### src/rtl/core_pkg.sv
`default_nettype none

package core_pkg;

    // threshold and compare width
    localparam int THRESH_W = 16;

    // xorshift32 state
    localparam int RNG_W = 32;
    localparam logic [RNG_W-1:0] RNG_SEED_BASE = 32'h2545_f491;

    // classic 13/17/5 shift triple
    localparam int XS_A = 13;
    localparam int XS_B = 17;
    localparam int XS_C = 5;

    // one generator step
    function automatic logic [RNG_W-1:0] xorshift_step(input logic [RNG_W-1:0] s);
        logic [RNG_W-1:0] x;
        x = s;
        x = x ^ (x << XS_A);
        x = x ^ (x >> XS_B);
        x = x ^ (x << XS_C);
        return x;
    endfunction

    // base xor (k+1), never zero for small k
    function automatic logic [RNG_W-1:0] seed_for(input int unsigned k);
        return RNG_SEED_BASE ^ RNG_W'(k + 1);
    endfunction

endpackage

`default_nettype wire

### src/rtl/vote_pkg.sv
`default_nettype none

package vote_pkg;

    // one signed vote per core
    localparam int VOTE_W = 2;

    typedef logic signed [VOTE_W-1:0] vote_t;

    // the three legal vote values
    localparam vote_t VOTE_POS  = 2'sb01;
    localparam vote_t VOTE_ZERO = 2'sb00;
    localparam vote_t VOTE_NEG  = 2'sb11;

    // tally preload on an even core count
    localparam vote_t TIE_POS = VOTE_POS;
    localparam vote_t TIE_NEG = VOTE_NEG;

    // result 1 votes up, result 0 votes down, disabled core abstains
    function automatic vote_t to_vote(input logic result, input logic enable);
        if (!enable) begin
            return VOTE_ZERO;
        end
        return result ? VOTE_POS : VOTE_NEG;
    endfunction

    // 2'b10 is the only illegal code
    function automatic logic vote_legal(input vote_t v);
        return (v == VOTE_POS) || (v == VOTE_ZERO) || (v == VOTE_NEG);
    endfunction

endpackage

`default_nettype wire

### src/rtl/stochastic_core_bank.sv
`timescale 1ns/10ps
`default_nettype none

module stochastic_core_bank
    import core_pkg::*;
#(
    parameter int N_CORES = 16
) (
    input  wire logic                        clk,
    input  wire logic                        rst,
    input  wire logic                        update,
    // flat bus with core k at bits [k*THRESH_W +: THRESH_W]
    input  wire logic [N_CORES*THRESH_W-1:0] threshold,
    output logic      [N_CORES-1:0]          core_result,
    output logic                             result_strobe
);

    // strobe lags update by one cycle like the results
    always_ff @(posedge clk) begin
        if (rst) begin
            result_strobe <= 1'b0;
        end else begin
            result_strobe <= update;
        end
    end

    genvar k;
    generate
        for (k = 0; k < N_CORES; k = k + 1) begin : g_core
            localparam logic [RNG_W-1:0] SEED = seed_for(k);

            logic [RNG_W-1:0]    rng_state;
            logic [RNG_W-1:0]    rng_next;
            logic [THRESH_W-1:0] core_thresh;

            assign rng_next    = xorshift_step(rng_state);
            assign core_thresh = threshold[k*THRESH_W +: THRESH_W];

            // generator only moves on update
            always_ff @(posedge clk) begin
                if (rst) begin
                    rng_state <= SEED;
                end else if (update) begin
                    rng_state <= rng_next;
                end
            end

            // compare low bits of the fresh draw
            // all-ones threshold always passes
            always_ff @(posedge clk) begin
                if (update) begin
                    core_result[k] <= (rng_next[THRESH_W-1:0] <= core_thresh);
                end
            end
        end
    endgenerate

    // results must appear exactly one cycle after update
    a_strobe_follows_update: assert property (
        @(posedge clk) disable iff (rst)
        update |=> result_strobe
    );

endmodule

`default_nettype wire

### src/rtl/vote_counter.sv
`timescale 1ns/10ps
`default_nettype none

module vote_counter
    import vote_pkg::*;
#(
    parameter int N_CORES = 16,
    parameter int ACC_W   = 30
) (
    input  wire logic                      clk,
    input  wire logic                      rst,
    input  wire logic                      start,
    input  wire logic                      tie_bit,
    input  wire logic [N_CORES-1:0]        core_enable,
    input  wire vote_t [N_CORES-1:0]       votes,
    input  wire logic                      vote_strobe,
    output logic signed [ACC_W-1:0]        tally,
    output logic                           sign_bit
);

    // round sum spans -N_CORES..+N_CORES
    localparam int SUM_W  = $clog2(N_CORES + 1) + 1;
    // tree padded up to a power of two
    localparam int LEVELS = $clog2(N_CORES);
    localparam int LEAVES = 2 ** LEVELS;

    // heap layout, node 1 is the root
    logic signed [SUM_W-1:0] node [1:2*LEAVES-1];
    logic signed [SUM_W-1:0] round_sum;

    logic signed [ACC_W:0]   tally_wide;
    logic signed [ACC_W-1:0] preload;
    logic                    enable_even;
    vote_t                   tie_vote;

    genvar i;
    generate
        // leaves, sign extended votes, zero padding past N_CORES
        for (i = 0; i < LEAVES; i = i + 1) begin : g_leaf
            if (i < N_CORES) begin : g_used
                assign node[LEAVES+i] = {{(SUM_W-VOTE_W){votes[i][VOTE_W-1]}}, votes[i]};
            end else begin : g_pad
                assign node[LEAVES+i] = '0;
            end
        end
        // pairwise adds toward the root
        for (i = 1; i < LEAVES; i = i + 1) begin : g_node
            assign node[i] = node[2*i] + node[2*i+1];
        end
    endgenerate

    assign round_sum = node[1];

    // one extra bit to catch overflow
    assign tally_wide = {tally[ACC_W-1], tally}
                      + {{(ACC_W+1-SUM_W){round_sum[SUM_W-1]}}, round_sum};

    // even popcount when the xor of all enables is 0
    assign enable_even = ~(^core_enable);
    assign tie_vote    = tie_bit ? TIE_NEG : TIE_POS;

    // odd count cannot tie, so no bias needed
    assign preload = enable_even ?
                     {{(ACC_W-VOTE_W){tie_vote[VOTE_W-1]}}, tie_vote} : '0;

    always_ff @(posedge clk) begin
        if (rst) begin
            tally <= '0;
        end else if (start) begin
            tally <= preload;
        end else if (vote_strobe) begin
            tally <= tally_wide[ACC_W-1:0];
        end
    end

    // negative tally means majority voted 0
    assign sign_bit = tally[ACC_W-1];

    // preload and a round landing together would drop one of them
    a_start_not_during_round: assert property (
        @(posedge clk) disable iff (rst)
        !(start && vote_strobe)
    );

    // top two bits of the wide sum must agree
    a_tally_no_overflow: assert property (
        @(posedge clk) disable iff (rst)
        vote_strobe |-> (tally_wide[ACC_W] == tally_wide[ACC_W-1])
    );

endmodule

`default_nettype wire

### src/rtl/vote_register.sv
`timescale 1ns/10ps
`default_nettype none

module vote_register
    import vote_pkg::*;
#(
    parameter int N_CORES = 16
) (
    input  wire logic                clk,
    input  wire logic                rst,
    input  wire logic [N_CORES-1:0]  core_result,
    input  wire logic [N_CORES-1:0]  core_enable,
    input  wire logic                result_strobe,
    output vote_t     [N_CORES-1:0]  votes,
    output logic                     vote_strobe
);

    // strobe delayed one more stage
    always_ff @(posedge clk) begin
        if (rst) begin
            vote_strobe <= 1'b0;
        end else begin
            vote_strobe <= result_strobe;
        end
    end

    genvar k;
    generate
        for (k = 0; k < N_CORES; k = k + 1) begin : g_vote
            // vote held until the next round
            always_ff @(posedge clk) begin
                if (result_strobe) begin
                    votes[k] <= to_vote(core_result[k], core_enable[k]);
                end
            end

            // whatever reaches the counter must be +1, 0 or -1
            a_vote_legal: assert property (
                @(posedge clk) disable iff (rst)
                vote_strobe |-> vote_legal(votes[k])
            );
        end
    endgenerate

endmodule

`default_nettype wire

### src/rtl/vote_top.sv
`timescale 1ns/10ps
`default_nettype none

module vote_top
    import core_pkg::*;
    import vote_pkg::*;
#(
    parameter int N_CORES = 16,
    parameter int ACC_W   = 30
) (
    input  wire logic                        clk,
    input  wire logic                        rst,
    input  wire logic                        start,
    input  wire logic                        update,
    input  wire logic                        tie_bit,
    input  wire logic [N_CORES-1:0]          core_enable,
    input  wire logic [N_CORES*THRESH_W-1:0] threshold,
    output logic signed [ACC_W-1:0]          tally,
    output logic                             sign_bit
);

    // stage 1 to stage 2
    logic [N_CORES-1:0] core_result;
    logic               result_strobe;

    // stage 2 to stage 3
    vote_t [N_CORES-1:0] votes;
    logic                vote_strobe;

    // random draw and threshold compare
    stochastic_core_bank #(
        .N_CORES       (N_CORES)
    ) core_bank_inst (
        .clk           (clk),
        .rst           (rst),
        .update        (update),
        .threshold     (threshold),
        .core_result   (core_result),
        .result_strobe (result_strobe)
    );

    // result and enable to signed vote
    vote_register #(
        .N_CORES       (N_CORES)
    ) vote_register_inst (
        .clk           (clk),
        .rst           (rst),
        .core_result   (core_result),
        .core_enable   (core_enable),
        .result_strobe (result_strobe),
        .votes         (votes),
        .vote_strobe   (vote_strobe)
    );

    // tally, preload and sign
    vote_counter #(
        .N_CORES     (N_CORES),
        .ACC_W       (ACC_W)
    ) vote_counter_inst (
        .clk         (clk),
        .rst         (rst),
        .start       (start),
        .tie_bit     (tie_bit),
        .core_enable (core_enable),
        .votes       (votes),
        .vote_strobe (vote_strobe),
        .tally       (tally),
        .sign_bit    (sign_bit)
    );

endmodule

`default_nettype wire

### config.mk
export PLATFORM = sky130hd
export DESIGN_NAME = vote_top
export DESIGN_NICKNAME = d
export VERILOG_FILES = /design/src/rtl/core_pkg.sv /design/src/rtl/vote_pkg.sv /design/src/rtl/stochastic_core_bank.sv /design/src/rtl/vote_counter.sv /design/src/rtl/vote_register.sv /design/src/rtl/vote_top.sv
export SDC_FILE = /design/constraint.sdc
export NUM_CORES = 2
export LEC_CHECK = 0
export BUFFER_PORTS_ARGS = -buffer_cell sky130_fd_sc_hd__buf_2
export CAP_MARGIN = 15
export CORE_ASPECT_RATIO = 0.5
export CORE_UTILIZATION = 55
export CTS_CLUSTER_SIZE = 40
export DETAILED_ROUTE_END_ITERATION = 12
export PLACE_DENSITY = 0.85
export SYNTH_ARGS = -nofsm -noshare
export SYNTH_HDL_FRONTEND = slang
export SYNTH_SLANG_ARGS = --single-unit
### constraint.sdc
create_clock -name clk -period 6.57 [get_ports clk]
set_input_delay 1.314 -clock clk [delete_from_list [all_inputs] [get_ports clk]]
set_output_delay 1.314 -clock clk [all_outputs]
set_load 0.01 [all_outputs]
# Yosys cells after proc, flatten, opt, wreduce, memory -nomap -nowiden
# Index checks and enable logic that the tools add are counted.
# totals
regBits,592
in_bits,277
# classes
n_bitwise,48
order_cmp,16
addsub,16
n_mux,84
n_reduce_logical,2
# op_table
operator,n
bitwise XOR 32 bit,32
bitwise XOR 32 x 15 -> 32 bit,16
<= comparator 16 bit,16
2-to-1 mux 2 bit,49
2-to-1 mux 30 bit,3
2-to-1 mux 1 bit,32
adder 30 x 6 -> 30 bit,1
adder 2 x 2 -> 3 bit,8
adder 3 x 3 -> 4 bit,4
XOR reduction 16 bit,1
adder 4 x 4 -> 5 bit,2
adder 5 x 5 -> 6 bit,1
nonzero test 2 bit,1

# Depth between registers and ports, before layout
# depth
word_depth,7
mapped_depth,22

# Modules after synthesis
# Synthesis repeated with hierarchy kept, for this count alone.
# unflattened
cells_unflattened,4568
hier_area_um2,42519.5
# modules_own_cells
mod,seq_area_each_um2,area_each_um2,instances,cells_per_inst
stochastic_core_bank,10750.3,37257.0,1,4060
vote_counter,600.6,4047.6,1,458
vote_register,980.9,1214.9,1,50

# Worst setup path before layout
# Ideal clock, no wire load.
# synth_path
kind,register to register
startpoint,register vote_register_inst.votes[29] in the netlist's numbering
endpoint,register vote_counter_inst.tally[23]
n_path_buf,1
required_time_ns,6.500
setup_ns,0.070
path_stages_with_launch,19
period_less_slack_ns,6.272
t_arrival_ns,6.202
setup_slack_ns,0.298
cell_sequence,edfxtp_1 > fa_1 > inv_1 > fa_1 > fa_1 > fa_1 > xor2_1 > clkbuf_1 > xnor2_1 > fa_1 > inv_1 > ha_1 > a2111oi_4 > o21ai_2 > nand3_1 > a2111oi_0 > or3_1 > a31o_2 > a21oi_1
# synth_via
elab_chain_len,7
# synth_rtl
item,line_no,text
start: declaration,vote_register.sv:14,"output vote_t [N_CORES-1:0] votes,"
start signal: indexed assignment,vote_register.sv:33,"votes[k] <= to_vote(core_result[k], core_enable[k]);"
adder 2 x 2 -> 3 bit,vote_counter.sv:48,assign node[i] = node[2*i] + node[2*i+1];
adder 3 x 3 -> 4 bit,vote_counter.sv:48,
adder 4 x 4 -> 5 bit,vote_counter.sv:48,
adder 5 x 5 -> 6 bit,vote_counter.sv:48,
adder 30 x 6 -> 30 bit,vote_counter.sv:56,"+ {{(ACC_W+1-SUM_W){round_sum[SUM_W-1]}}, round_sum};"
2-to-1 mux 30 bit,vote_counter.sv:71,end else if (vote_strobe) begin
2-to-1 mux 30 bit,vote_counter.sv:69,end else if (start) begin
end signal: assignment,vote_counter.sv:70,tally <= preload;
end signal: assignment,vote_counter.sv:72,tally <= tally_wide[ACC_W-1:0];
end: declaration,vote_counter.sv:17,"output logic signed [ACC_W-1:0] tally,"
# Every way passes these cells. The select of a mux whose other input is x is not followed.
# A chain may end at the register's enable or synchronous reset.

# Final worst setup path
# layout_path
startpoint,register vote_register_inst.votes[17] in the netlist's numbering
endpoint,register vote_counter_inst.tally[26]
# The elaborated chain is that of the path after synthesis.

==> results.txt <==
* #FFs+latches synth: 592
* Core Rows: 71
- Clock tree synthesis found a total of 592 sinks.
- Clock root buffer: clkbuf_16
- The hold violation count in the final report was 0.
- TritonCTS built the clock tree.
- Placeable core area: 0.0758 mm²
* I/O Buffers: between 300 and 400
* WL final: 94.7 mm
- Via count: roughly 32,000
* Area after DPL: 0.0449 mm²
* Number of nets with antenna violations after detailed routing: 0
- For this run, the leading register cell type out of synthesis is dfxtp_1.
* Multi-input logic area: 0.0277 mm²
* Max-slew violations: 0
- Routability Congestion: 0.909
- Die ar.: 0.0785 mm²
- Dividing the detail-routed via count by the number of cells gives 5.27.
* Transition time at the pin with the least slew margin: 1.15 ns
- The tightest hold path in the finished design has a slack of roughly 0.51 ns.
- The total overflow left after global routing is 0.
* Hold Path Class: reg2reg
* Share of the yosys chip area belonging to registers: approximately 29%
- Number of nets in the finished design: between 5,000 and 6,000
- Setup total negative slack on the finished layout was measured at 0 ns.
- Post-place setup slack: around 0.18 ns
- Status: complete, no violations
- Pin count of the biggest net entering global routing: ~220
- The detailed router finished its first iteration with 1,657 violations.
- The pre-antenna-repair detailed-routing pass consisted of 5 iterations.
- The finished cells cover 0.0470 mm².
- Required time at the endpoint of the critical path: 7.09 ns
* Initial Util: 56.1%
- STA classifies the critical path startpoint as a register.
- In this run, synthesis inferred 48 flip-flops with an integrated enable.
- Vias in the first global route: 32,400
- Sequential cell area: 0.0123 mm²
- Detailed placement finished with a half-perimeter wire length of 70.0 mm.
- Clk slew on worst S/H paths: approximately 0.070 ns
* First-pass GRT wire length: 156 mm
* GRT Resource Usage Total: a little under a quarter
- In this run, distinct cell masters in the synthesized netlist total 59.
* Kind of end point of the critical path: register
- Avg Cell Area, Syn: 8.86 µm²
* F_max: 160 MHz
- Measured against its own limit, the worst slew margin works out to 22.8%.
- Number of antenna violations at the first check in global routing: 10
- Yosys warnings: 0
* Arrival @ worst endpoint: just under 7 ns
- Worst-case clock skew: roughly 0.013 ns
* Cell Area, Synth: 0.0425 mm²
- Number of filler cells placed in the layout: 6,149
- Max-Cap Viols: 0
* Cts bufs inserted: between 50 and 60
- CTS H-tree depth: 2
- In the synthesized netlist the async set-or-reset flop fraction comes to 0%.
- Quantity of gates resized following cts: 0
* Die Ht: between 150 and 200 µm
* Post-CTS repair timing setup buffer count: 0
- CP Max Fanout: 4
- Post-synthesis instance total: 4,798
* Wire per inst: 15.6 µm
- After detailed routing, the number of remaining DRC violations is 0.
- Type of the setup path with the least slack: reg2reg
- Number of buffers between clock root and the deepest sink: 3
* Share of cells above drive strength 1: 8.80%
- Floorplan die width: roughly 400 µm
- Counting every net in the synthesized netlist gives 5,482.
- Setup violations remaining at the end of the flow were counted as 0.
* Fin worst setup slack: 0.326 ns
- Fin crit share: 95.0%
* Layout area overhead: 10.6%
* Latest clock arrival within the worst-skew pair: roughly 0.62 ns
- CTS hold repair buffers: 0
* Count of pins on the block boundary: 308
- Time the final worst path needs with I/O delays and setup: 6.24 ns
-- layer usage --
metal	share of wire [%]	up-vias	global-route usage (%)
li1	-	16000	-
met1	43	15300	28.4
met2	50	496	43.5
met3	3.2	198	3.19
met4	3.5	0	8.61
met5	0	-	0
-- synth_stat cells, drive strengths merged, types with 9 or more instances --
library cell | number | share of area (%)
inv | 480 | 4.2
a221oi | 13 | 0.27
nor2 | 434 | 3.8
a211oi | 23 | 0.41
o21ai | 49 | 0.59
buf | 25 | 0.29
nand2b | 9 | 0.13
o21a | 47 | 0.83
a21oi | 259 | 3.0
xnor2 | 427 | 8.8
xor2 | 844 | 17
a31oi | 10 | 0.15
fa | 112 | 5.3
mux2i | 76 | 1.8
and3 | 145 | 2.1
nand3 | 11 | 0.13
nor3 | 20 | 0.24
o21bai | 204 | 3.6
nand4 | 51 | 0.75
nor2b | 81 | 1.2
dfxtp | 544 | 26
edfxtp | 48 | 3.4
a21o | 67 | 1.2
ha | 295 | 8.7
o211ai | 18 | 0.32
clkbuf | 150 | 1.3
a211o | 44 | 0.91
nand2 | 246 | 2.2
-- cell families after synthesis --
logic type	share of synthesized area (%)
AOI/OAI and AO/OA	12.2
xor gates and xnor gates	26.2
adders and majority gates	14.0
buffers and inverters	5.85
DFF	29.0
muxes	1.82
and+or+nand+nor	11.0
-- flip-flops by register name, indices dropped and copies added, names as in the netlist --
signal / cells
vote_counter_inst.tally: 30
vote_register_inst.vote_strobe: 1
core_bank_inst.core_result: 16
core_bank_inst.g_core.rng_state: 512
vote_register_inst.votes: 32
core_bank_inst.result_strobe: 1
-- final cells by class --
type / count / share of cell area, %
clock inverters: 33 / 1.16
multi-input cells: 3551 / 58.9
well taps: 1022 / 2.72
diodes: 6 / 0.0319
inverters: 480 / 3.83
flip-flops and latches: 592 / 26.2
repair buffers: 329 / 3.77
clock buffers: 70 / 3.35
-- worst max-delay path, cell delays in order (launching register included) --
cell,delay (ns)
edfxtp_1,0.40
fa_1,0.59
inv_1,0.08
fa_1,0.58
inv_1,0.08
fa_1,0.49
fa_1,0.54
inv_1,0.06
fa_1,0.50
fa_1,0.47
inv_1,0.07
ha_1,0.19
inv_1,0.07
fa_1,0.38
nand2b_1,0.19
a21oi_1,0.26
o21ai_1,0.24
a211oi_2,0.31
o21ai_0,0.21
mux2i_1,0.16
a311oi_1,0.27
-- final timing paths --
kind,from,to,slack (ns),cells after the start
max,vote_register_inst.votes[17],vote_counter_inst.tally[26],0.33,20
max reg2reg,vote_register_inst.votes[17],vote_counter_inst.tally[26],0.33,20
min,vote_counter_inst.tally[9],vote_counter_inst.tally[9],0.51,2
min reg2reg,vote_counter_inst.tally[9],vote_counter_inst.tally[9],0.51,2
-- placed cells by master (no fill, tap or decap), types with 22 or more instances in the layout --
cell type,count
xor2_1,843
dfxtp_1,544
inv_1,478
nor2_1,434
xnor2_1,427
buf_2,305
ha_1,294
a21oi_1,259
nand2_1,246
o21bai_1,204
and3_1,145
fa_1,112
nor2b_1,81
mux2i_1,76
a21o_1,67
clkbuf_16,59
nand4_1,51
edfxtp_1,48
o21a_1,47
o21ai_0,45
a211o_1,44
a211oi_1,22
-- stage by stage --
| stage | utilization, % | cells |
|---|---|---|
| after floorplan | - | 4798 |
| after global placement | 59.2 | 5974 |
| after detailed placement | 59.2 | 5974 |
| after CTS | 62.0 | 6077 |
| after global routing | 62.1 | 6083 |
| final | 62.1 | 6083 |
Power is not shown: default switching activity piles up to over one toggle a cycle in this logic, so the estimate is an artifact.
